`src/icache_pkg.sv`:
```
package icache_pkg;

  // address and instruction word width
  localparam int XLEN = 32;

  // address split: tag | index | byte offset
  localparam int TAG_W = 19;
  localparam int INDEX_W = 7;
  localparam int OFFSET_W = 6;
  localparam int NUM_LINES = 128;

  // 16 words of 4 bytes per 64 byte line
  localparam int WORD_SEL_W = 4;
  localparam int BEATS_PER_LINE = 16;
  // lowest address bit of the word select
  localparam int WORD_LSB = OFFSET_W - WORD_SEL_W;

  // memory length code is beats minus one
  localparam int RLEN_W = 8;
  localparam logic [RLEN_W-1:0] BURST_RLEN = RLEN_W'(BEATS_PER_LINE - 1);
  localparam logic [RLEN_W-1:0] SINGLE_RLEN = '0;

  // device region has this bit clear
  localparam int UNCACHED_BIT = 31;

  function automatic logic is_uncached(input logic [XLEN-1:0] addr);
    return ~addr[UNCACHED_BIT];
  endfunction

  typedef enum logic [2:0] {
    ST_RST,
    ST_IDLE,
    ST_LOOKUP,
    ST_REFILL,
    ST_RESUME,
    ST_UNCACHED
  } icache_state_e;

endpackage
```
`src/icache_tag_store.sv`:
```
`timescale 1ns/100ps

module icache_tag_store
  import icache_pkg::*;
(
  input  logic            clk,
  input  logic            rst,
  input  logic [XLEN-1:0] addr_i,
  input  logic            write_i,
  output logic            hit_o
);

  logic [NUM_LINES-1:0] valid_q;
  logic [TAG_W-1:0]     tags_q [NUM_LINES];
  logic [INDEX_W-1:0]   index;
  logic [TAG_W-1:0]     tag;

  // offset bits of addr_i play no part here
  assign index = addr_i[OFFSET_W +: INDEX_W];
  assign tag   = addr_i[XLEN-1 -: TAG_W];

  // valid bits, all lines empty after reset
  always_ff @(posedge clk) begin
    if (rst) begin
      valid_q <= '0;
    end else if (write_i) begin
      valid_q[index] <= 1'b1;
    end
  end

  // tag array
  always_ff @(posedge clk) begin
    if (write_i) begin
      tags_q[index] <= tag;
    end
  end

  // combinational compare on the registered address
  // new entry visible from the edge after write_i
  assign hit_o = valid_q[index] && (tags_q[index] == tag);

endmodule

```
`config.mk`:
```
export PLATFORM = sky130hd
export DESIGN_NAME = icache_tag_store
export DESIGN_NICKNAME = d
export VERILOG_FILES = /design/src/icache_pkg.sv /design/src/icache_tag_store.sv
export SDC_FILE = /design/constraint.sdc
export NUM_CORES = 2
export LEC_CHECK = 0
export ABC_AREA = 1
export BUFFER_PORTS_ARGS = -buffer_cell sky130_fd_sc_hd__buf_2
export CAP_MARGIN = 5
export CORE_MARGIN = 4
export CORE_UTILIZATION = 40
export CTS_CLUSTER_DIAMETER = 60
export DETAILED_ROUTE_END_ITERATION = 8
export PLACE_DENSITY = 0.66
export SLEW_MARGIN = 15
export SYNTH_ARGS = -nofsm -noshare
export SYNTH_HDL_FRONTEND = slang
export SYNTH_SLANG_ARGS = --single-unit
```
`constraint.sdc`:
```
create_clock -name clk -period 3.2 [get_ports clk]
set_input_delay 0.48 -clock clk [delete_from_list [all_inputs] [get_ports clk]]
set_output_delay 0.48 -clock clk [all_outputs]
set_load 0.005 [all_outputs]
```
* Yosys cells after proc, flatten, opt, wreduce, memory -nomap -nowiden *
Memories as Yosys holds them, arrays and structs flattened.
Index checks and enable logic that the tools add are counted.

word-level totals
  output and inout port bits = 1
  input port bits = 35
  bits in writable memories = 2432
  register bits = 128
  memories kept = 1
  logic and storage cells = 14

operators by class
  order comparisons = 2
  bitwise gates (word level) = 1
  reductions and logical operators = 2
  equal/unequal tests = 1
  mux-type cells = 6

memory list
  name    depth  width  read ports  clocked after Yosys merged registers in  write ports  line                    RTL
  tags_q  128    19     1           0                                        1            icache_tag_store.sv:14  logic [TAG_W-1:0] tags_q [NUM_LINES];

operators with widths
  cell                                                                   number
  128-bit bitwise OR                                                     1
  19-bit == test                                                         1
  7-bit by 8-bit < comparator with 1-bit output, second input constant   1
  1-bit binary-select mux with 7-bit select                              1
  1-bit demux with 7-bit select                                          1
  7-bit by 1-bit >= comparator with 1-bit output, second input constant  1
  1-bit two-way mux                                                      4
  1-bit logical AND                                                      2

* Depth between registers and ports, before layout *
  word-level depth = 5
  depth in mapped cells = 24
  mapped depth without buffers = 20

* Worst setup path after synthesis *
OpenSTA, ideal clock, no wires.

  path type = input -> register
  from = input port addr_i[6]
  to = memory tags_q[64][0] (enable)
  cell stages on the path = 11
  data arrival time = 2651 ps
  setup slack = 153 ps
  buffers on the path = 6
  library setup time = 396 ps
  cell sequence = buf_6 -> buf_8 -> inv_6 -> buf_2 -> buf_2 -> buf_2 -> nand2_1 -> nor2_1 -> inv_1 -> clkbuf_1 -> nor2_1

RTL lines
  element          line                    RTL
  start, declared  icache_tag_store.sv:8   input logic [XLEN-1:0] addr_i,
  end, declared    icache_tag_store.sv:14

Straight into the memory's write port.

* Worst setup path after layout *
  from = input port addr_i[6]
  to = output port hit_o

on the way
  word-level cells in the longest chain between the ends = 3
  elaborated cells between the ends (all ways) = 5
  classes of those cells = eq/ne (1); mux (2); reduce/logical (1); memory (1)

RTL lines
  element                                                                                       line                    RTL
  memory read 128 x 19 bit / 1-bit binary-select mux with 7-bit select (equally long branches)  -
  19-bit == test / 1-bit two-way mux (equally long branches)                                    icache_tag_store.sv:40  assign hit_o = valid_q[index] && (tags_q[index] == tag);
  1-bit logical AND (*)                                                                         icache_tag_store.sv:40
  end, declared                                                                                 icache_tag_store.sv:10  output logic hit_o

Every way passes the cells marked *; elsewhere a longest branch is shown, timed or not. The select of a mux whose other input is x is not followed.

==> results.md <==
* Pin count of the biggest net entering global routing at 129
* Clock latency reported for the late side of the worst-skew pair at 0.84 ns
* Number of register bits inferred by synthesis at 2560
* Dominant cell by count in the synthesized netlist: nand2_1
* Busiest layer in global routing: met2
* Sequential share of the synthesized area at 70.3%
* CP Data Arrival Time at 3.48 ns
* Class of the most critical hold timing path: in -> reg
* Fin crit period at 3.96 ns
* Number of vias per cell at 5.24
* Number of cell rows at 190
* Total global routing overflow at 0
* Vertical die dimension at 527 um
* Violated checks: negative setup slack
* Initial core utilization at 40.2%
* Total clock sinks at 2560
* Number of nets in the synthesized netlist at 10300
* Met1 Resource Use GR at 29.7%
* Worst slack, placed at -1.38 ns
* Prevailing post-synth register cell: edfxtp_1
* Largest cells by area after synthesis: edfxtp_1, nand2_1, nor2_1
* Number of global-route vias before repair at 73400
* Total via count after detailed routing at 76100
* Number of antenna violations at the first check in global routing at 10
* Remaining DRCs at 0
* Transition at the pin with the smallest max-transition slack at 1.08 ns
* Part of the cycle the worst path needs at 124%
* Mapped Area at 108000 sq um
* Buffer levels on the longest clock path at 4
* Sequence of cells on the critical path: buf_16 -> clkinv_16 -> clkbuf_16 -> buf_16 -> or2_1 -> nand2_1 -> nand2_1 -> o21ai_1 -> nand2_1 -> nor2_2 -> nor2_1 -> nor2_4 -> nand2_1 -> nand2_1 -> nand2_2 -> nor2_2 -> nand2_1 -> nor2_2 -> nand2_2 -> nor2_4 -> buf_6 -> buf_6
* WL/cell at 22.2 um
* DRT iter0 DRCs at 9416
* Avg Synthesized Cell Area at 10.5 sq um
* Cell type contributing the most total cell area after synthesis: edfxtp_1
* Number of nets with antenna violations after detailed routing at 0
* Nets at 10800
* Width of the die at 527 um
* Relative slew margins at 27.8%
* Clock transition at the registers of the reported paths at 0.06 ns
* Max cap viols at 0
* Fraction of synthesized cell area taken by the top area cell type at 67.9%
* Count of warnings emitted by yosys at 0
* Critical setup path kind: in -> out
* Global-route usage over all layers at 22.5%
* Total negative slack for setup checks at -0.763 ns
* IO Pins at 36
* Final clock skew at 0 ns
* Netlist cell types at 27
* Post-synth ARST share at 0%
* Maximum fanout encountered on the critical timing path at 29
* Clock tree from TritonCTS: done
* Kind of launch point of the worst setup path: input pin
* DRT Wirelength at 322000 um
* VDD IR max at 0.000451 V
* Worst path setup slack after routing at -0.763 ns
* Data required time of the critical path at 2.72 ns
* Final number of max-transition violations at 0
* Number of levels in the clock H-tree at 5
* Overall Power at 0.0727 W
* Layout area overhead at 18.9%
* Ranking of synthesized cells by instance count: nand2_1, edfxtp_1, nor2_1
* Slowest CP cell: o21ai_1
* Unrepaired setup endpoints after global routing: true
* Max frequency at 252 MHz
* Final Wtd Congestion at 0.916
* Final Setup Violations at 1
* Iteration count of the initial detailed-routing pass at 6
* Post-synth EDFFs at 2432
* Number of clock buffers inserted by TritonCTS at 268
* Total power per unit cell area at 569 nW/um^2
* Cell repeated most along the worst path: nand2_1
* Mapped Cells at 10300
* Wire length of the first global-routing pass at 471000 um
* Number of buffers added on ports at 29
* Outcome: finished with violations
* Proportion of layout cells with a drive suffix above 1 at 13.5%
* Total core area at 268000 sq um
* Area of the die at 277000 sq um
* Half-perimeter wire length of the detailed placement result at 192000 um
* Hold Violations, Final at 0
* CTS root buffer: clkbuf_16
* Met2 Use GR at 35.9%
* Global routing met3 resource utilization at 4.28%
* Standby leakage power at 51.5 nW
* Delay of the slowest cell on the worst path at 0.24 ns
* Critical path capture point type: output port
==> placed cells by master, fill, tap and decap left out, types with 45 or more instances in the layout <==
cell,synthesis,layout
a21oi_1,130,130
buf_12,0,222
buf_4,49,488
clkbuf_1,169,53
clkbuf_16,0,281
clkinv_1,0,45
dfxtp_1,128,128
edfxtp_1,2432,2432
inv_1,801,799
nand2_1,4093,4069
nand3_1,664,662
nand4_1,64,64
nor2_1,895,698
nor2_2,2,168
o211ai_1,61,61
o21ai_0,171,156
o21ai_1,118,111
or2_1,57,57
or2_2,80,78
==> cell type report <==
cell class	count	area, sq um
diodes	2	5.00
multi-input cells	6366	26900
fillers	23600	140000
well taps	3552	4440
clock buffers	348	7370
flip-flops and latches	2560	75600
inverters	805	3060
clock inverters	126	1220
repair buffers	768	9220
==> path summary, 6_finish.rpt <==
kind                                  start           to  slack (ns)  cells after the start
worst min register to register  valid_q[86]  valid_q[86]        0.47                      2
worst min-delay path                    rst  valid_q[42]        0.05                      2
worst max register to register  valid_q[30]  valid_q[30]        2.53                      2
worst max-delay path              addr_i[6]        hit_o       -0.76                     22
==> worst max-delay path, delay by kind of cell <==
family | cells | cell delay (ns)
buf+inv | 6 | 0.96
simple gates | 15 | 1.73
compound gates | 1 | 0.24
==> cells by family (layout without fill, tap and decap cells) <==
group,Yosys count,count (layout),synth area share (%)
and+or+nand+nor,5878,5878,21.8
other,0,2,0
buffers and inverters,1339,2047,5.46
AOI/OAI and AO/OA,488,488,2.43
DFF,2560,2560,70.3
==> flip-flops by register name, summed over array words and instances, names as in the netlist <==
register,cells
tags_q,2432
valid_q,128
==> metrics by stage <==
stage / area [sq um] / std cells / util (%) / hold slack [ns]
2_1_floorplan: 108000 / 10300 / - / 0.440
3_3_place_gp: 118000 / 14000 / 44.1 / 0.449
3_5_place_dp: 118000 / 14000 / 44.1 / 0.457
4_1_cts: 128000 / 14500 / 47.6 / 0.0188
5_1_grt: 128000 / 14500 / 47.8 / 0.0398
6_report: 128000 / 14500 / 47.8 / 0.0485
==> repair_timing <==
item | 4_1_cts | 5_1_grt
pin swaps | 35 | 48
gates cloned | 11 | 5
hold buffers | 1 | 0
endpoints found under the setup margin | 1 | 1
hold endpoints to repair | 4 | 0
gates resized for setup | 123 | 70
buffers inserted | 4 | 0
==> power breakdown <==
part | internal [W] | leakage (nW) | switching, W
logic | 0.00154 | 24.4 | 0.00355
registers | 0.0368 | 22.9 | 0.0000317
clock network | 0.0179 | 4.18 | 0.0129
==> layer usage <==
| layer | routed length (um) | vias to the layer above |
|---|---|---|
| li1 | - | 34700 |
| met1 | 125000 | 36700 |
| met4 | 16400 | 4 |
| met5 | 24 | - |
| met3 | 32900 | 747 |
| met2 | 148000 | 3944 |
No activity file was read; power rests on OpenSTA's default activity.
