### src/icache_pkg.sv
package icache_pkg;

  // address and instruction word width
  localparam int XLEN = 32;

  // address split: tag | index | byte offset
  localparam int TAG_W = 19;
  localparam int INDEX_W = 7;
  localparam int OFFSET_W = 6;
  localparam int NUM_LINES = 128;

  // 16 words of 4 bytes per 64 byte line
  localparam int WORD_SEL_W = 4;
  localparam int BEATS_PER_LINE = 16;
  // lowest address bit of the word select
  localparam int WORD_LSB = OFFSET_W - WORD_SEL_W;

  // memory length code is beats minus one
  localparam int RLEN_W = 8;
  localparam logic [RLEN_W-1:0] BURST_RLEN = RLEN_W'(BEATS_PER_LINE - 1);
  localparam logic [RLEN_W-1:0] SINGLE_RLEN = '0;

  // device region has this bit clear
  localparam int UNCACHED_BIT = 31;

  function automatic logic is_uncached(input logic [XLEN-1:0] addr);
    return ~addr[UNCACHED_BIT];
  endfunction

  typedef enum logic [2:0] {
    ST_RST,
    ST_IDLE,
    ST_LOOKUP,
    ST_REFILL,
    ST_RESUME,
    ST_UNCACHED
  } icache_state_e;

endpackage
### src/icache_mem_if.sv
`timescale 1ns/100ps

interface icache_mem_if
  import icache_pkg::*;
();

  // request side, driven by the controller
  logic                  req;
  logic                  uncached;
  logic [XLEN-1:0]       addr;
  logic [WORD_SEL_W-1:0] read_word;

  // return side, driven by the memory port
  logic                  beat;
  logic [WORD_SEL_W-1:0] beat_idx;
  logic                  done;
  logic [XLEN-1:0]       rdata;

  modport ctrl (
    output req, uncached, addr, read_word,
    input  beat, beat_idx, done, rdata
  );

  modport port (
    input  req, uncached, addr, read_word,
    output beat, beat_idx, done, rdata
  );

  // refill writes into the data array, uncached beats are skipped
  modport store (
    input beat, beat_idx, rdata, uncached
  );

endinterface

### src/icache_ctrl.sv
`timescale 1ns/100ps

module icache_ctrl
  import icache_pkg::*;
(
  input  logic                  clk,
  input  logic                  rst,
  // fetch side
  input  logic [XLEN-1:0]       fetch_addr_i,
  input  logic                  fetch_valid_i,
  output logic [XLEN-1:0]       fetch_rdata_o,
  output logic                  fetch_rdata_valid_o,
  // tag store
  input  logic                  hit_i,
  output logic [XLEN-1:0]       tag_addr_o,
  output logic                  tag_write_o,
  // data store
  output logic [INDEX_W-1:0]    rd_index_o,
  output logic [WORD_SEL_W-1:0] rd_word_o,
  input  logic [XLEN-1:0]       rd_data_i,
  // memory port
  icache_mem_if.ctrl            mem
);

  icache_state_e   state_q;
  logic [XLEN-1:0] addr_q;
  logic [XLEN-1:0] unc_data_q;
  logic            unc_valid_q;
  logic            lookup;
  logic            addr_unc;
  logic            hit_ok;
  logic            accept;

  // fetch address held until its answer goes out
  assign lookup   = (state_q == ST_LOOKUP);
  assign addr_unc = is_uncached(addr_q);
  assign hit_ok   = lookup && hit_i;
  // cycles where a new fetch address may be taken
  assign accept   = (state_q == ST_IDLE) || hit_ok;

  always_ff @(posedge clk) begin
    if (rst) begin
      state_q     <= ST_RST;
      unc_valid_q <= 1'b0;
    end else begin
      // single cycle answer pulse for uncached reads
      unc_valid_q <= 1'b0;
      case (state_q)
        ST_RST: state_q <= ST_IDLE;
        ST_IDLE: begin
          if (fetch_valid_i) state_q <= ST_LOOKUP;
        end
        ST_LOOKUP: begin
          if (addr_unc) begin
            state_q <= ST_UNCACHED;
          end else if (hit_i) begin
            // next fetch sampled while this one is answered
            if (!fetch_valid_i) state_q <= ST_IDLE;
          end else begin
            state_q <= ST_REFILL;
          end
        end
        ST_REFILL: begin
          if (mem.done) state_q <= ST_RESUME;
        end
        // array re-read of the refilled word
        ST_RESUME: state_q <= ST_LOOKUP;
        ST_UNCACHED: begin
          if (mem.done) begin
            unc_valid_q <= 1'b1;
            state_q     <= ST_IDLE;
          end
        end
        default: state_q <= ST_IDLE;
      endcase
    end
  end

  // fetch address and uncached word
  always_ff @(posedge clk) begin
    if (accept && fetch_valid_i) addr_q <= fetch_addr_i;
    if (state_q == ST_UNCACHED && mem.done) unc_data_q <= mem.rdata;
  end

  // request pulse in the lookup cycle on a miss or device address
  assign mem.req       = lookup && (addr_unc || !hit_i);
  // stays stable while the request is open, addr_q is held
  assign mem.uncached  = addr_unc;
  assign mem.addr      = addr_q;
  assign mem.read_word = addr_q[WORD_LSB +: WORD_SEL_W];

  assign tag_addr_o  = addr_q;
  // line becomes valid with the last refill beat
  assign tag_write_o = (state_q == ST_REFILL) && mem.done;

  // incoming address when accepting, held address otherwise
  assign rd_index_o = accept ? fetch_addr_i[OFFSET_W +: INDEX_W]
                             : addr_q[OFFSET_W +: INDEX_W];
  assign rd_word_o  = accept ? fetch_addr_i[WORD_LSB +: WORD_SEL_W]
                             : addr_q[WORD_LSB +: WORD_SEL_W];

  assign fetch_rdata_valid_o = hit_ok || unc_valid_q;
  assign fetch_rdata_o       = unc_valid_q ? unc_data_q : rd_data_i;

endmodule

### src/flat_wrapper.sv
// flat-port wrapper written by rule: the top's interface ports become plain ports
module icache_ctrl_flat import icache_pkg::*;
  (clk, rst, fetch_addr_i, fetch_valid_i, fetch_rdata_o, fetch_rdata_valid_o, hit_i, tag_addr_o, tag_write_o, rd_index_o, rd_word_o, rd_data_i, mem_req, mem_uncached, mem_addr, mem_read_word, mem_beat, mem_beat_idx, mem_done, mem_rdata);
  icache_mem_if mem_i ();
  input  logic clk;
  input  logic rst;
  input  logic [XLEN-1:0] fetch_addr_i;
  input  logic fetch_valid_i;
  output logic [XLEN-1:0] fetch_rdata_o;
  output logic fetch_rdata_valid_o;
  input  logic hit_i;
  output logic [XLEN-1:0] tag_addr_o;
  output logic tag_write_o;
  output logic [INDEX_W-1:0] rd_index_o;
  output logic [WORD_SEL_W-1:0] rd_word_o;
  input  logic [XLEN-1:0] rd_data_i;
  output wire logic [$bits(mem_i.req)-1:0] mem_req;
  output wire logic [$bits(mem_i.uncached)-1:0] mem_uncached;
  output wire logic [$bits(mem_i.addr)-1:0] mem_addr;
  output wire logic [$bits(mem_i.read_word)-1:0] mem_read_word;
  input wire logic [$bits(mem_i.beat)-1:0] mem_beat;
  input wire logic [$bits(mem_i.beat_idx)-1:0] mem_beat_idx;
  input wire logic [$bits(mem_i.done)-1:0] mem_done;
  input wire logic [$bits(mem_i.rdata)-1:0] mem_rdata;
  assign mem_req = mem_i.req;
  assign mem_uncached = mem_i.uncached;
  assign mem_addr = mem_i.addr;
  assign mem_read_word = mem_i.read_word;
  assign mem_i.beat = mem_beat;
  assign mem_i.beat_idx = mem_beat_idx;
  assign mem_i.done = mem_done;
  assign mem_i.rdata = mem_rdata;
  icache_ctrl u_core (.clk(clk), .rst(rst), .fetch_addr_i(fetch_addr_i), .fetch_valid_i(fetch_valid_i), .fetch_rdata_o(fetch_rdata_o), .fetch_rdata_valid_o(fetch_rdata_valid_o), .hit_i(hit_i), .tag_addr_o(tag_addr_o), .tag_write_o(tag_write_o), .rd_index_o(rd_index_o), .rd_word_o(rd_word_o), .rd_data_i(rd_data_i), .mem(mem_i));
endmodule
### config.mk
export PLATFORM = sky130hd
export DESIGN_NAME = icache_ctrl_flat
export DESIGN_NICKNAME = d
export VERILOG_FILES = /design/src/icache_pkg.sv /design/src/icache_mem_if.sv /design/src/icache_ctrl.sv /design/src/flat_wrapper.sv
export SDC_FILE = /design/constraint.sdc
export NUM_CORES = 1
export LEC_CHECK = 0
export ABC_CLOCK_PERIOD_IN_PS = 6100
export BUFFER_PORTS_ARGS = -buffer_cell sky130_fd_sc_hd__buf_4
export CAP_MARGIN = 20
export CORE_MARGIN = 3
export CORE_UTILIZATION = 45
export CTS_BUF_LIST = sky130_fd_sc_hd__clkbuf_8
export CTS_CLUSTER_SIZE = 10
export DETAILED_ROUTE_END_ITERATION = 8
export GPL_TIMING_DRIVEN = 0
export PLACE_DENSITY_LB_ADDON = 0.25
export REMOVE_ABC_BUFFERS = 1
export SYNTH_ARGS = -nofsm -noshare
export SYNTH_HDL_FRONTEND = slang
export SYNTH_SLANG_ARGS = --single-unit
### constraint.sdc
create_clock -name clk -period 6.1 [get_ports clk]
set_clock_uncertainty 0.2 [all_clocks]
set_input_delay 1.22 -clock clk [delete_from_list [all_inputs] [get_ports clk]]
set_output_delay 1.22 -clock clk [all_outputs]
set_load 0.01 [all_outputs]
======== Yosys cells after proc, flatten, opt, wreduce, memory -nomap -nowiden ========
Cells that the tools add are included.
storage, ports and cells
  bits in registers ....................... 68
  latch bits .............................. 0
  RAM bits ................................ 0
  ROM bits ................................ 0
  bits of input ports ..................... 106
  output and inout port bits .............. 115
  word-level logic and storage cells ...... 37
  memories ................................ 0
cells by class
  add/subtract/negate cells ............... 0
  multiply operators ...................... 0
  div/mod/pow operators ................... 0
  order comparisons ....................... 0
  eq/ne operators ......................... 9
  shifts and indexed selects .............. 0
  mux-type cells .......................... 11
  bitwise logic cells ..................... 2
  reduce and logical (&&, ||, !) cells .... 11
operator list
  operator            number
  $mux 32             1
  $mux 3              6
  $pmux 3 s5          1
  $mux 7              1
  $eq 3x2->1 const B  2
  $eq 3x3->1 const B  2
  $ne 2x2->1 const B  3
  $logic_and 1x1->1   5
  $mux 4              1
  $ne 4x4->1 const B  1
  $reduce_and 4->1    1
  $eq 3x1->1 const B  1
  $logic_or 1x1->1    3
  $not 1->1           2
  $reduce_or 2->1     1
  $logic_not 1->1     1
  $mux 1              1

======== Logic depth before layout (Yosys ltp) ========
  word-level depth ........................ 4
  depth in mapped cells ................... 5
  mapped depth without buffers ............ 3

======== Least setup slack after synthesis ========
OpenSTA, ideal clock, no wires.
  kind .................................... input-to-reg
  start point ............................. input mem_done
  end point ............................... register u_core.unc_data_q[0], enable pin
  setup time .............................. 462 ps
  arrival ................................. 3503 ps
  required time ........................... 5438 ps
  path slack .............................. 1934 ps
  cell stages on the path ................. 2
  path buffers ............................ 0
  cell sequence ........................... inv_1 > nor3_1
on the way
  word-level cells in the longest chain between the ends .. 1
RTL lines
  element               RTL line            text
  start, declared       flat_wrapper.sv:23  input wire logic [$bits(mem_i.done)-1:0] mem_done;
  $logic_and 1x1->1     icache_ctrl.sv:82   if (state_q == ST_UNCACHED && mem.done) unc_data_q <= mem.rdata;
  end signal, assigned  icache_ctrl.sv:82
  end, declared         icache_ctrl.sv:27   logic [XLEN-1:0] unc_data_q;
Every way passes these cells.
A chain may end at the register's enable or synchronous reset.

======== Worst setup path in the final report ========
  start point ............................. input hit_i
  end point ............................... output rd_word_o[1]
on the way
  word-level cells in the longest chain between the ends .. 3
RTL lines
  element            RTL line            text
  start, declared    flat_wrapper.sv:11  input logic hit_i;
  $logic_and 1x1->1  icache_ctrl.sv:37   assign hit_ok = lookup && hit_i;
  $logic_or 1x1->1   icache_ctrl.sv:39   assign accept = (state_q == ST_IDLE) || hit_ok;
  $mux 4             icache_ctrl.sv:99   assign rd_word_o = accept ? fetch_addr_i[WORD_LSB +: WORD_SEL_W]
  end, declared      flat_wrapper.sv:15  output logic [WORD_SEL_W-1:0] rd_word_o;
Every way passes these cells.

==> flow_summary_export.csv <==
group,metric,value,unit
run_status,outcome,"finished clean",
pwr,switchingPower,0.269,mW
layout,fillCellCount,459,
layout,drive_gt1_share,74.2,%
timing,setup_violations,0,
synth,ys_seq_area_share,66.0,%
placement,place_area,4510,um2
clock_network,ctsResizeCount,0,
route,drtIter0Drc,75,
clock_network,postCtsSetupRepairBufs,0,
grt,grtUsageMet2,36.4,%
synth,avgSynthCellArea,16.6,um2
clock_network,clockBufferDepth,2,
clock_network,cts_inserted_buffers,9,
placement,place_congestion,0.742,
clock_network,cts_hold_buf,0,
synth,synth_top_flop_cell,"edfxtp_1",
flow_run,maxCapViolCount,0,
clock_network,clock-sinks,68,
clock_network,htree_levels,3,
synth,muxShareOfSynthArea,17.4,%
floorplanning,pin_count,221,
grt,grt_pass1_vias,2206,
floorplanning,coreArea,6460,um2
route,drt_wl_total,8280,um
timing,max_slew_margin,49.3,%
synth,synth_xor_area_share,0,%
floorplanning,die_area,7760,um2
route,drc,0,
grt,grt_max_degree,25,
worst_setup_path,worstSetupPathType,"input pin to output port",
synth,synthCells,183,
floorplanning,start_util,47.0,%
route,wl_per_cell,18.3,um
floorplanning,die_h,88.1,um
placement,hpwl,6580,um
synth,synth_area_leader_cell,"edfxtp_1",
timing,fmax,261,MHz
synth,synth_top_family_by_area,"multiplexers",
worst_setup_path,critical_path_required,4.68,ns
pwr,combinationalPowerShare,17.9,%
clock_network,insertion_delay,0.33,ns
floorplanning,die_x,88.1,um
layout,fin_cells,453,
grt,track_usage,20.2,%
synth,synthArstFlopShare,0,%
pwr,seqPwrFrac,45.4,%
layout,finish.instance_area,4750,um2
timing,grt_setup_unrepaired,"false",
pwr,finalPower,1.20,mW
worst_setup_path,critPathCaptureType,"output port",
pwr,p_leak,2.09,nW
timing,fin_setup_tns,0,ns
pwr,switching_share,22.4,%
timing,slew_violations,0,
worst_setup_path,startpoint_type,"input pin",
grt,busiest_layer,"met2",
worst_setup_path,critPathMaxFanout,12,
layout,syn_to_final_growth,56.6,%
placement,dp_cells,437,
route,firstDrtPassIters,4,
clock_network,clk_pin_slew,0.07,ns
worst_setup_path,arrival,2.42,ns
synth,synth-compound-area-share,2.64,%
timing,hold_viol_final,0,
hold_path,hp-class,"register to register",
synth,syn_area,3030,um2
grt,grt_pass1_wl,11300,um
layout,nets,477,
timing,period_share,62.9,%
pwr,p_per_area,253,nW/um2
floorplanning,rows,29,
synth,ys_ff_latch,68,
pwr,intPower,0.933,mW
layout,n_antenna_cell,0,
placement,io_buffers,215,
route,drt.antenna.violating_nets,0,
synth,synth_top_area_share,63.3,%
grt,grt_util_met1,19.5,%
grt,use_met3,10.3,%
clock_network,tritoncts,"yes",
clock_network,cts_root_buffer,"clkbuf_8",
timing,fin_crit,3.84,ns
route,via_per_inst,4.88,
timing,tightest_slew,0.757,ns
pwr,peakVddDrop,229,uV
route,vias,2209,
synth,synth_area_leaders,"edfxtp_1 63%, mux2_2 12%, buf_4 8.9%, mux2_4 4.5%, dfxtp_1 2.6%",
synth,yosys_warnings,0,
synth,synthAdderAreaFrac,0,%
pwr,p_clk_share,36.7,%
synth,synthSimpleGateAreaFrac,3.09,%
grt,grt_overflow_total,0,
synth,synth.distinct_cells,31,
synth,synth_edf_count,64,
grt,antenna_found_initial,0,
metrics by stage:
step | worst slack [ns] | util (%) | hold WS (ns)
after floorplan | 1.93 | - | 0.356
after global placement | 0.970 | 68.6 | 0.421
after detailed placement | 2.25 | 69.9 | 0.438
after CTS | 2.24 | 73.6 | 0.452
after global routing | 2.18 | 73.6 | 0.476
final | 2.26 | 73.6 | 0.447
cells by family (layout without fill, tap and decap cells):
group / Yosys count / after routing
multiplexers: 44 / 44
AO/OA/AOI/OAI: 10 / 10
AND/OR/NAND/NOR: 14 / 14
buffers and inverters: 47 / 240
flip-flops: 68 / 68
flip-flops by register name, indices dropped and copies added, names as in the netlist:
signal              flops
u_core.unc_data_q      32
u_core.unc_valid_q      1
u_core.mem.addr        32
u_core.state_q          3
worst max-delay path, stage by stage:
cell and delay [ns]:
buf_4 0.11, nand3b_4 0.10, a21oi_4 0.47, mux2_1 0.37, buf_4 0.14
synth_stat cells (2+ instances only):
| library cell | number |
|---|---|
| inv_1 | 4 |
| buf_2 | 3 |
| mux2_1 | 2 |
| buf_6 | 2 |
| edfxtp_1 | 64 |
| mux2_4 | 9 |
| nor2_1 | 2 |
| nor2b_1 | 2 |
| and2_1 | 2 |
| buf_4 | 36 |
| dfxtp_1 | 4 |
| nor3_1 | 2 |
| mux2_2 | 32 |
| o21bai_1 | 2 |
path summary, 6_finish.rpt:
| check | from | to | slack [ns] | depth (start not counted) |
|---|---|---|---|---|
| setup / recovery | hit_i | rd_word_o[1] | 2.26 | 5 |
| hold reg to reg | u_core.state_q[1] | u_core.state_q[2] | 0.45 | 2 |
| hold / removal | u_core.state_q[1] | u_core.state_q[2] | 0.45 | 2 |
| setup reg to reg | u_core.state_q[1] | u_core.mem.addr[21] | 3.65 | 4 |
layout by cell type, fill, tap and decap left out:
| master | instances |
|---|---|
| and4b_1 | 1 |
| nand2_1 | 1 |
| inv_2 | 1 |
| o211ai_1 | 1 |
| buf_6 | 1 |
| o21bai_1 | 2 |
| a211oi_1 | 1 |
| clkinv_2 | 1 |
| buf_16 | 2 |
| a21oi_4 | 1 |
| nand2b_1 | 1 |
| and2_1 | 2 |
| dfxtp_1 | 4 |
| nand3b_4 | 1 |
| nor2b_1 | 2 |
| o311ai_1 | 1 |
| mux2_2 | 32 |
| or3_1 | 1 |
| a2111oi_0 | 1 |
| nor3_1 | 1 |
| inv_1 | 5 |
| mux2_1 | 2 |
| a21oi_1 | 1 |
| mux2_4 | 9 |
| clkinv_4 | 2 |
| clkbuf_8 | 9 |
| o22ai_1 | 1 |
| bufinv_16 | 3 |
| o21ai_0 | 1 |
| buf_4 | 216 |
| mux2i_1 | 1 |
| nor2_1 | 2 |
| nand3_1 | 1 |
| edfxtp_1 | 64 |
| nor3_2 | 1 |
cell type report:
type	instances	area (um2)	share of cell area, %
Inverter	5	18.8	0.395
Sequential cell	68	2000	42.1
Tap cell	77	96.3	2.03
Timing Repair Buffer	219	1690	35.5
Multi-Input combinational cell	68	707	14.9
Clock buffer	9	124	2.61
Clock inverter	7	116	2.45
power by group through the flow:
stage,Combinational (mW),Sequential (mW),Clock [mW]
6_report,0.215,0.546,0.441
5_1_grt,0.230,0.548,0.476
4_1_cts,0.218,0.546,0.452
3_5_place_dp,0.217,0.556,0
3_3_place_gp,0.208,0.556,0
2_1_floorplan,0.0630,0.568,0
routing by layer:
metal / vias to the layer above / wire length (um)
met4: 0 / 209
met5: - / 0
met3: 17 / 1090
li1: 1022 / -
met1: 1017 / 2570
met2: 153 / 4420
Power figures use the tool's default switching activity.
