## src/icache_pkg.sv

```systemverilog
package icache_pkg;

  // address and instruction word width
  localparam int XLEN = 32;

  // address split: tag | index | byte offset
  localparam int TAG_W = 19;
  localparam int INDEX_W = 7;
  localparam int OFFSET_W = 6;
  localparam int NUM_LINES = 128;

  // 16 words of 4 bytes per 64 byte line
  localparam int WORD_SEL_W = 4;
  localparam int BEATS_PER_LINE = 16;
  // lowest address bit of the word select
  localparam int WORD_LSB = OFFSET_W - WORD_SEL_W;

  // memory length code is beats minus one
  localparam int RLEN_W = 8;
  localparam logic [RLEN_W-1:0] BURST_RLEN = RLEN_W'(BEATS_PER_LINE - 1);
  localparam logic [RLEN_W-1:0] SINGLE_RLEN = '0;

  // device region has this bit clear
  localparam int UNCACHED_BIT = 31;

  function automatic logic is_uncached(input logic [XLEN-1:0] addr);
    return ~addr[UNCACHED_BIT];
  endfunction

  typedef enum logic [2:0] {
    ST_RST,
    ST_IDLE,
    ST_LOOKUP,
    ST_REFILL,
    ST_RESUME,
    ST_UNCACHED
  } icache_state_e;

endpackage
```

## src/icache_mem_if.sv

```systemverilog
`timescale 1ns/100ps

interface icache_mem_if
  import icache_pkg::*;
();

  // request side, driven by the controller
  logic                  req;
  logic                  uncached;
  logic [XLEN-1:0]       addr;
  logic [WORD_SEL_W-1:0] read_word;

  // return side, driven by the memory port
  logic                  beat;
  logic [WORD_SEL_W-1:0] beat_idx;
  logic                  done;
  logic [XLEN-1:0]       rdata;

  modport ctrl (
    output req, uncached, addr, read_word,
    input  beat, beat_idx, done, rdata
  );

  modport port (
    input  req, uncached, addr, read_word,
    output beat, beat_idx, done, rdata
  );

  // refill writes into the data array, uncached beats are skipped
  modport store (
    input beat, beat_idx, rdata, uncached
  );

endinterface

```

## src/icache_mem_port.sv

```systemverilog
`timescale 1ns/100ps

module icache_mem_port
  import icache_pkg::*;
(
  input  logic              clk,
  input  logic              rst,
  // controller side
  icache_mem_if.port        mem,
  // memory read port
  output logic [XLEN-1:0]   mem_raddr_o,
  output logic              mem_raddr_valid_o,
  output logic [RLEN_W-1:0] mem_rlen_o,
  input  logic              mem_rdata_ready_i,
  input  logic [XLEN-1:0]   mem_rdata_i
);

  logic [XLEN-1:0]       raddr_q;
  logic [RLEN_W-1:0]     rlen_q;
  logic                  valid_q;
  logic [WORD_SEL_W-1:0] cnt_q;
  logic [XLEN-1:0]       req_addr;
  logic                  beat;
  logic                  last;

  // line aligned for a refill, word aligned for a device read
  always_comb begin
    if (mem.uncached) begin
      req_addr = {mem.addr[XLEN-1:OFFSET_W], mem.read_word, {WORD_LSB{1'b0}}};
    end else begin
      req_addr = {mem.addr[XLEN-1:OFFSET_W], {OFFSET_W{1'b0}}};
    end
  end

  // one beat per cycle with valid and ready both high
  assign beat = valid_q && mem_rdata_ready_i;
  // count reaches the length code on the final beat
  assign last = (cnt_q == rlen_q[WORD_SEL_W-1:0]);

  // request valid and beat counter
  always_ff @(posedge clk) begin
    if (rst) begin
      valid_q <= 1'b0;
      cnt_q   <= '0;
    end else if (mem.req) begin
      // controller only requests with nothing open
      valid_q <= 1'b1;
      cnt_q   <= '0;
    end else if (beat) begin
      if (last) begin
        valid_q <= 1'b0;
        cnt_q   <= '0;
      end else begin
        cnt_q <= cnt_q + 1'b1;
      end
    end
  end

  // address and length, held for the whole request
  always_ff @(posedge clk) begin
    if (mem.req) begin
      raddr_q <= req_addr;
      rlen_q  <= mem.uncached ? SINGLE_RLEN : BURST_RLEN;
    end
  end

  // beat reports back to the controller and data store
  assign mem.beat     = beat;
  assign mem.beat_idx = cnt_q;
  assign mem.done     = beat && last;
  // returned word passes straight through
  assign mem.rdata    = mem_rdata_i;

  assign mem_raddr_o       = raddr_q;
  assign mem_raddr_valid_o = valid_q;
  assign mem_rlen_o        = rlen_q;

endmodule

```

## src/flat_wrapper.sv

```systemverilog
// flat-port wrapper written by rule: the top's interface ports become plain ports
module icache_mem_port_flat import icache_pkg::*;
  (clk, rst, mem_raddr_o, mem_raddr_valid_o, mem_rlen_o, mem_rdata_ready_i, mem_rdata_i, mem_req, mem_uncached, mem_addr, mem_read_word, mem_beat, mem_beat_idx, mem_done, mem_rdata);
  icache_mem_if mem_i ();
  input  logic clk;
  input  logic rst;
  output logic [XLEN-1:0] mem_raddr_o;
  output logic mem_raddr_valid_o;
  output logic [RLEN_W-1:0] mem_rlen_o;
  input  logic mem_rdata_ready_i;
  input  logic [XLEN-1:0] mem_rdata_i;
  input wire logic [$bits(mem_i.req)-1:0] mem_req;
  input wire logic [$bits(mem_i.uncached)-1:0] mem_uncached;
  input wire logic [$bits(mem_i.addr)-1:0] mem_addr;
  input wire logic [$bits(mem_i.read_word)-1:0] mem_read_word;
  output wire logic [$bits(mem_i.beat)-1:0] mem_beat;
  output wire logic [$bits(mem_i.beat_idx)-1:0] mem_beat_idx;
  output wire logic [$bits(mem_i.done)-1:0] mem_done;
  output wire logic [$bits(mem_i.rdata)-1:0] mem_rdata;
  assign mem_i.req = mem_req;
  assign mem_i.uncached = mem_uncached;
  assign mem_i.addr = mem_addr;
  assign mem_i.read_word = mem_read_word;
  assign mem_beat = mem_i.beat;
  assign mem_beat_idx = mem_i.beat_idx;
  assign mem_done = mem_i.done;
  assign mem_rdata = mem_i.rdata;
  icache_mem_port u_core (.clk(clk), .rst(rst), .mem(mem_i), .mem_raddr_o(mem_raddr_o), .mem_raddr_valid_o(mem_raddr_valid_o), .mem_rlen_o(mem_rlen_o), .mem_rdata_ready_i(mem_rdata_ready_i), .mem_rdata_i(mem_rdata_i));
endmodule
```

## config.mk

```make
export PLATFORM = sky130hd
export DESIGN_NAME = icache_mem_port_flat
export DESIGN_NICKNAME = d
export VERILOG_FILES = /design/src/icache_pkg.sv /design/src/icache_mem_if.sv /design/src/icache_mem_port.sv /design/src/flat_wrapper.sv
export SDC_FILE = /design/constraint.sdc
export NUM_CORES = 1
export LEC_CHECK = 0
export ABC_AREA = 1
export BUFFER_PORTS_ARGS = -buffer_cell sky130_fd_sc_hd__buf_2
export CORE_MARGIN = 2
export CORE_UTILIZATION = 38
export DETAILED_ROUTE_END_ITERATION = 16
export PLACE_DENSITY = 0.85
export SLEW_MARGIN = 20
export SYNTH_ARGS = -nofsm -noshare
export SYNTH_HDL_FRONTEND = slang
export SYNTH_SLANG_ARGS = --single-unit
```

## constraint.sdc

```tcl
create_clock -name clk -period 1.6 [get_ports clk]
set_input_delay 0 -clock clk [delete_from_list [all_inputs] [get_ports clk]]
set_output_delay 0 -clock clk [all_outputs]
set_load 0.005 [all_outputs]
```

# [Word-level counts from Yosys, hierarchy flattened]
# Cells that the tools add are included.
[op_classes] eq_ne=1 n_addsub=1 reduce_logical=6 n_mux=5
[op_table] op="$mux W4" count=2
[op_table] op="$add A4 B1 Y4 const B" count=1
[op_table] op="$eq A4 B4 Y1" count=1
[op_table] op="$reduce_bool A2 Y1" count=2
[op_table] op="$mux W1" count=3
[op_table] op="$logic_and A1 B1 Y1" count=2
[op_table] op="$reduce_and A2 Y1" count=1
[op_table] op="$reduce_or A2 Y1" count=1
[word_totals] register_bits=45 inputBits=73 out_inout_bits=79

# [Logic depth before layout (Yosys ltp)]
# Gate-level depths: netlist of the first run.
[logic_depth] depth_word=4 depth_mapped=7

# [Least setup slack after synthesis of the first run]
# No wires, ideal clock.
[synth_path] path_kind="register to register" start="register u_core.rlen_q[2] (netlist: u_core.mem_rlen_o[2])" end="register u_core.cnt_q[2] (netlist: u_core.mem.beat_idx[2])" path_buffers=0 slack_ps=627 t_arrival_ps=857 stages_incl_launch_ff=7 t_required_ps=1484 period_less_slack_ps=973 cell_sequence="edfxtp_1 nor2_1 nand3_1 nand2_1 nand2_2 nand2_4 a21oi_1"
[synth_via] elab_chain_cells=2
[synth_rtl] item="start, declared" line="icache_mem_port.sv:19" text="logic [RLEN_W-1:0] rlen_q;"
[synth_rtl] item="start signal, assigned" line="icache_mem_port.sv:63" text="rlen_q <= mem.uncached ? SINGLE_RLEN : BURST_RLEN;"
[synth_rtl] item="$eq A4 B4 Y1" line="icache_mem_port.sv:38" text="assign last = (cnt_q == rlen_q[WORD_SEL_W-1:0]);"
[synth_rtl] item="$mux W4" line="icache_mem_port.sv:50" text="if (last) begin"
[synth_rtl] item="end signal, assigned" line="icache_mem_port.sv:54" text="cnt_q <= cnt_q + 1'b1;"
[synth_rtl] item="end, declared" line="icache_mem_port.sv:21" text="logic [WORD_SEL_W-1:0] cnt_q;"
# Every way passes these cells.
# A chain may end at the register's enable or synchronous reset.

# [Worst setup path after layout of the first run]
[layout_path] start="register u_core.rlen_q[2] (netlist: u_core.mem_rlen_o[2])" end="output mem_done"
[layout_via] elab_chain_cells=2
[layout_rtl] item="$eq A4 B4 Y1" line="icache_mem_port.sv:38"
[layout_rtl] item="$logic_and A1 B1 Y1" line="icache_mem_port.sv:70" text="assign mem.done = beat && last;"
[layout_rtl] item="end, declared" line="flat_wrapper.sv:18" text="output wire logic [$bits(mem_i.done)-1:0] mem_done;"
# Every way passes these cells.

==> impl_results.md, run 1 <==
* First-pass GRT wire length at 4300 µm
* R2R Setup Slk at 470 ps
* Port bufs at 75
* CTS Hold Bufs at 32
* Period utilisation layout at 82.5%
* Area share of the largest cell type after synthesis at 60.3%
* Ant. Diodes at 0
* Crit path launch type: register
* Area leader, netlist: edfxtp_1
* Die width at 67.7 µm
* Synth Register Bits at 36
* Routed vias/inst at 4.17
* Final core occ at 53.6%
* Maximum VDD drop at 341 µV
* DRT antenna net count at 0
* Pre-antenna DRT Iters at 4
* Max Fclk at 757 MHz
* Detailed Route Iter0 Violations at 57
* Worst r2r path cells at 7
* Final Skew at 0.793 ps
* Sequential element share of the synthesized area at 66.8%
* Met1 Resource Use GR at 12.1%
* Post-synthesis cell type count at 16
* CP arrival at 1320 ps
* Clock Sinks at 36
* H-Tree Depth at 2
* Final worst slack at 280 ps
* Pwr/cell area at 911 nW/µm²
* Met2 Use GR at 25.5%
* Worst setup path category: register to output pin
* DIE HEIGHT at 67.7 µm
* Post-Route WL at 3010 µm
* GPL Wtd Cong at 0.766
* Critical path endpoint category: output pin
* Layout area overhead at 36.9%
* Share of cells above drive strength 1 at 43.9%
* Avg WL per Cell at 12.1 µm
* Largest net degree at the start of global routing at 25
* Overall power at 1.92 mW
* Ports at 152
* Final Hold Vio Count at 0
* Synthesized area at 1540 µm²
* Num rows at 23
* Yosys warns at 0
* Vias in the first global route at 1028
* WHS Path Cells at 0
* Post-CTS sizing at 0
* Clk buf depth at 2
* Initial antenna violation count at 0
* Post-CTS Setup Bufs at 0
* Max FO, Critical Path at 6
* CTS root buf: clkbuf_8
* Gr usage total at 12.8%
* Period minus WS final at 1320 ps
* Nets at 271
* Clk_lat worst skew at 270 ps
* Status: completed
* Min-delay src: mem_rdata_i[16]
* Cells after synthesis at 118
* Mapped Avg Cell Area at 13.1 µm²
* Endpoints failing setup at 0
* Slew Viols, Final at 0
* Core footprint at 3940 µm²
* Hold endpoint: mem_rdata[16]
* Leak at 0.984 nW
* Fin Setup TNS at 0 ps
* RSZ-0062 raised after global routing: false
* CTS tree: yes
* Clock Pin Slew Worst Setup and Hold Paths at 70 ps
* Hold Path Class: input port to output pin
* Reg2reg end: u_core.mem.beat_idx[2]
* Met3 global-route usage at 2.83%
* Reg-to-Reg Start: u_core.mem_rlen_o[2]
* Die area at 4590 µm²
* Max Cap Violations at 0
* CP required at 1600 ps
* Via count at 1034
* Cts bufs inserted at 5
* GRT busiest layer: met2
* DRC Markers at 0
* Hpwl dp at 2100 µm
* Main area contributors after synthesis: edfxtp_1, buf_4, dfxtp_1, nand2_1, inv_1
* Worst slack, placed at 492 ps
* Initial Util at 39.1%
* Grt total ovfl at 0
-- registers in the layout (all words and copies together) (netlist names) --
| name | flops |
|---|---|
| u_core.mem_raddr_o | 30 |
| u_core.mem_raddr_valid_o | 1 |
| u_core.mem_rlen_o | 1 |
| u_core.mem.beat_idx | 4 |
-- how the worst max path moves through the flow --
stage | from | end | slack (ps) | depth (start not counted)
2_1_floorplan | u_core.mem_rlen_o[2] | u_core.mem.beat_idx[2] | 630 | 6
3_3_place_gp | u_core.mem_rlen_o[2] | u_core.mem.beat_idx[2] | 530 | 7
3_5_place_dp | u_core.mem_rlen_o[2] | u_core.mem.beat_idx[2] | 490 | 7
4_1_cts | u_core.mem_rlen_o[2] | mem_done | 280 | 7
5_1_grt | u_core.mem_rlen_o[2] | mem_done | 110 | 6
6_report | u_core.mem_rlen_o[2] | mem_done | 280 | 7
-- power breakdown --
part | leakage (nW) | internal, mW | switching, mW
clock | 0.0399 | 0.303 | 0.275
sequential | 0.343 | 1.09 | 0.0216
combinational | 0.601 | 0.139 | 0.0935
total | 0.984 | 1.53 | 0.390
-- layout by cell type (no fill, tap or decap) --
cell / count
buf_2: 75
dlygate4sd3_1: 32
edfxtp_1: 31
nand2_1: 12
inv_1: 9
conb_1: 6
nor2_1: 5
clkbuf_8: 5
dfxtp_1: 5
nand2_2: 2
nand3_1: 2
nor2_2: 2
a21oi_1: 2
xor2_1: 2
clkbuf_1: 2
inv_4: 1
nand2_4: 1
mux2i_1: 1
ha_1: 1
clkinv_1: 1
buf_12: 1
-- layer usage --
metal | part of all wire (%) | routed length (µm) | vias up
met4 | 1.2 | 36 | 0
li1 | - | - | 490
met3 | 12 | 346 | 6
met2 | 54 | 1630 | 68
met1 | 33 | 991 | 470
met5 | 0 | 0 | -
-- cell usage after synthesis --
cell      number
a21oi_1        2
buf_4         41
conb_1         1
dfxtp_1        5
edfxtp_1      31
ha_1           1
inv_1          9
inv_4          1
mux2i_1        1
nand2_1       12
nand2_2        2
nand2_4        1
nand3_1        2
nor2_1         5
nor2_2         2
xor2_1         2
-- layout make-up --
class | instances | area [µm²]
clock buffer | 7 | 76.3
tap | 50 | 62.6
timing repair buffer | 108 | 716
inverter | 10 | 40.0
multi-input combinational | 36 | 183
clock inverter | 1 | 3.75
sequential | 36 | 1030
fill | 346 | 1830
-- critical path, cell delays in order (launching register included) --
cell and delay (ps):
edfxtp_1 510, nand2_1 110, inv_1 40, nand2_1 50, nand2_1 60, nand2_2 100, inv_1 60, buf_2 120
-- through the flow --
stage               hold WS [ps]  area, µm²  instances
floorplan                   69.1       1560        123
global placement          0.0346       1710        208
detailed placement        0.0346       1710        208
CTS                       0.0346       2110        248
global route             0.00794       2110        248
finish                   0.00227       2110        248
-- cell families (layout without fill, tap and decap cells) --
family	after synthesis	count (layout)	synth area share [%]
AO/OA/AOI/OAI	2	2	0.649
XOR/XNOR	2	2	1.14
adder cells (fa/ha/maj)	1	1	0.811
buffers and inverters	51	126	22.5
flip-flops	36	36	66.8
multiplexers	1	1	0.649
other	1	6	0.243
AND/OR/NAND/NOR	24	24	7.14
(Power assumes the default switching activity.)
==> inputs of run 2 (changes only) <==
- CORE_UTILIZATION: 38 -> 36
- PLACE_DENSITY: 0.85 -> 0.81
- clock period: 1.6 -> 1.3 ns (I/O delays scaled with it)
==> run 2 against run 1 <==
Compared with the run above:
- via count is 3.7% lower
- clock power is 21% higher
- sequential share of layout area is 0.24 points higher
- sequential cell count stayed put
- clock skew hardly changed
- first-iteration DRC count is 39% higher
- combinational power is 25% higher
- critical path type unchanged
- critical endpoint unchanged
- largest power group unchanged
==> impl_results.md, run 2 (synthesis gave the netlist of run 1 again) <==
* Overall power at 2.36 mW
* Worst setup path category: register to output pin
* Pwr/cell area at 1120 nW/µm²
* Critical path endpoint category: output pin
* Final Hold Vio Count at 0
* Initial Util at 38.0%
* Hold WS at 0.00199 ps
* Endpoints failing setup at 0
* CTS tree: yes
* Sw Share at 20.3%
* Grt total ovfl at 0
* Most frequent cells in the layout: buf_2, dlygate4sd3_1, edfxtp_1, nand2_1, inv_1
* Max FO, Critical Path at 4
* Placed Instances at 208
* Psw at 479 µW
* Clk buf depth at 2
* Max Cap Violations at 0
* Leak at 0.987 nW
* Share of cells above drive strength 1 at 46.2%
* Ant. Diodes at 0
* H-Tree Depth at 2
* GPL Wtd Cong at 0.779
* Period utilisation layout at 93.3%
* R2R Setup Slk at 270 ps
* CP arrival at 1210 ps
* CTS root buf: clkbuf_8
* Reg power frac at 58.0%
* Largest register FFs at 30
* CP required at 1300 ps
* Hpwl dp at 1990 µm
* Clock Pin Slew Worst Setup and Hold Paths at 60 ps
* Cts bufs inserted at 5
* Slew Viols, Final at 0
* DRT antenna net count at 0
* Die area at 4820 µm²
* P_int at 1.88 mW
* Clock share of power at 29.7%
* Num rows at 23
* Comb power frac at 12.3%
* Layout area overhead at 36.9%
* Commonest non-fill, non-tap cell in the layout: buf_2
* Via count at 996
* DIE HEIGHT at 69.5 µm
* Initial antenna violation count at 0
* Max Fclk at 824 MHz
* Largest net degree at the start of global routing at 20
* Final Skew at 0.686 ps
* Routed vias/inst at 4.03
* Port bufs at 75
* First-pass GRT wire length at 4310 µm
* Fillers at 361
* Avg WL per Cell at 11.9 µm
* Maximum VDD drop at 422 µV
* Hold Path Class: input port to output pin
* Final core occ at 52.1%
* Vias in the first global route at 955
* Detailed Route Iter0 Violations at 79
* Die width at 69.5 µm
* Ports at 152
* Post-Route WL at 2940 µm
* Nets at 271
* Pre-antenna DRT Iters at 4
* DRC Markers at 0
* Status: completed
* Crit path launch type: register
* Period minus WS final at 1210 ps
* Gr usage total at 11.7%
* Clock Sinks at 36
* Clk_lat worst skew at 270 ps
* Core footprint at 4060 µm²
* Final cell count without fillers at 247
[run 2: repair_timing]
| action | in CTS | in global routing |
|---|---|---|
| gates resized for setup | 0 | 3 |
| setup buffers | 0 | 1 |
| endpoints found under the setup margin | 0 | 1 |
| hold endpoints to repair | 31 | 0 |
| hold buffers | 31 | 0 |
[run 2: layout make-up]
| class | count | area, µm² | area share [%] |
|---|---|---|---|
| tap | 50 | 62.6 | 2.96 |
| timing repair buffer | 108 | 713 | 33.8 |
| multi-input combinational | 36 | 183 | 8.65 |
| clock buffer | 6 | 72.6 | 3.44 |
| inverter | 10 | 40.0 | 1.90 |
| clock inverter | 1 | 5.00 | 0.237 |
| sequential | 36 | 1040 | 49.1 |
[run 2: metrics by stage]
step | area, µm² | setup slack, ps | setup TNS (ps)
after floorplan | 1560 | 327 | 0
after global placement | 1710 | 262 | 0
after detailed placement | 1710 | 213 | 0
after CTS | 2100 | 1.98 | 0
after global routing | 2110 | -6.39 | -6.39
final | 2110 | 87.0 | 0
[run 2: final timing paths]
path,startpoint,endpoint,depth (start not counted)
min,mem_rdata_i[1],mem_rdata[1],0
max reg2reg,u_core.mem_rlen_o[2],u_core.mem.beat_idx[2],7
min reg2reg,u_core.mem.beat_idx[2],u_core.mem.beat_idx[2],2
max,u_core.mem_rlen_o[2],mem_done,7
[run 2: power groups by stage]
stage                     Clock (mW)  Combinational [mW]  Sequential, mW
after floorplan                    0               0.135            1.41
after global placement             0               0.207            1.39
after detailed placement           0               0.215            1.39
after CTS                      0.735               0.288            1.37
after global routing           0.766               0.317            1.37
final                          0.700               0.291            1.37
[run 2: metal layers]
layer  GRT usage, %  vias to the layer above  share of wire, %
met5              0                        -                 0
met4           5.23                        0               1.3
met3           4.51                        6               9.8
met2           22.0                       64                54
met1           11.0                      435                35
li1               -                      491                 -
[run 2: critical path: stages (launching register included)]
cell and delay (ps):
edfxtp_1 440, nand2_1 100, inv_1 40, nand2_1 60, nand2_1 60, nand2_2 90, inv_1 50, buf_2 120
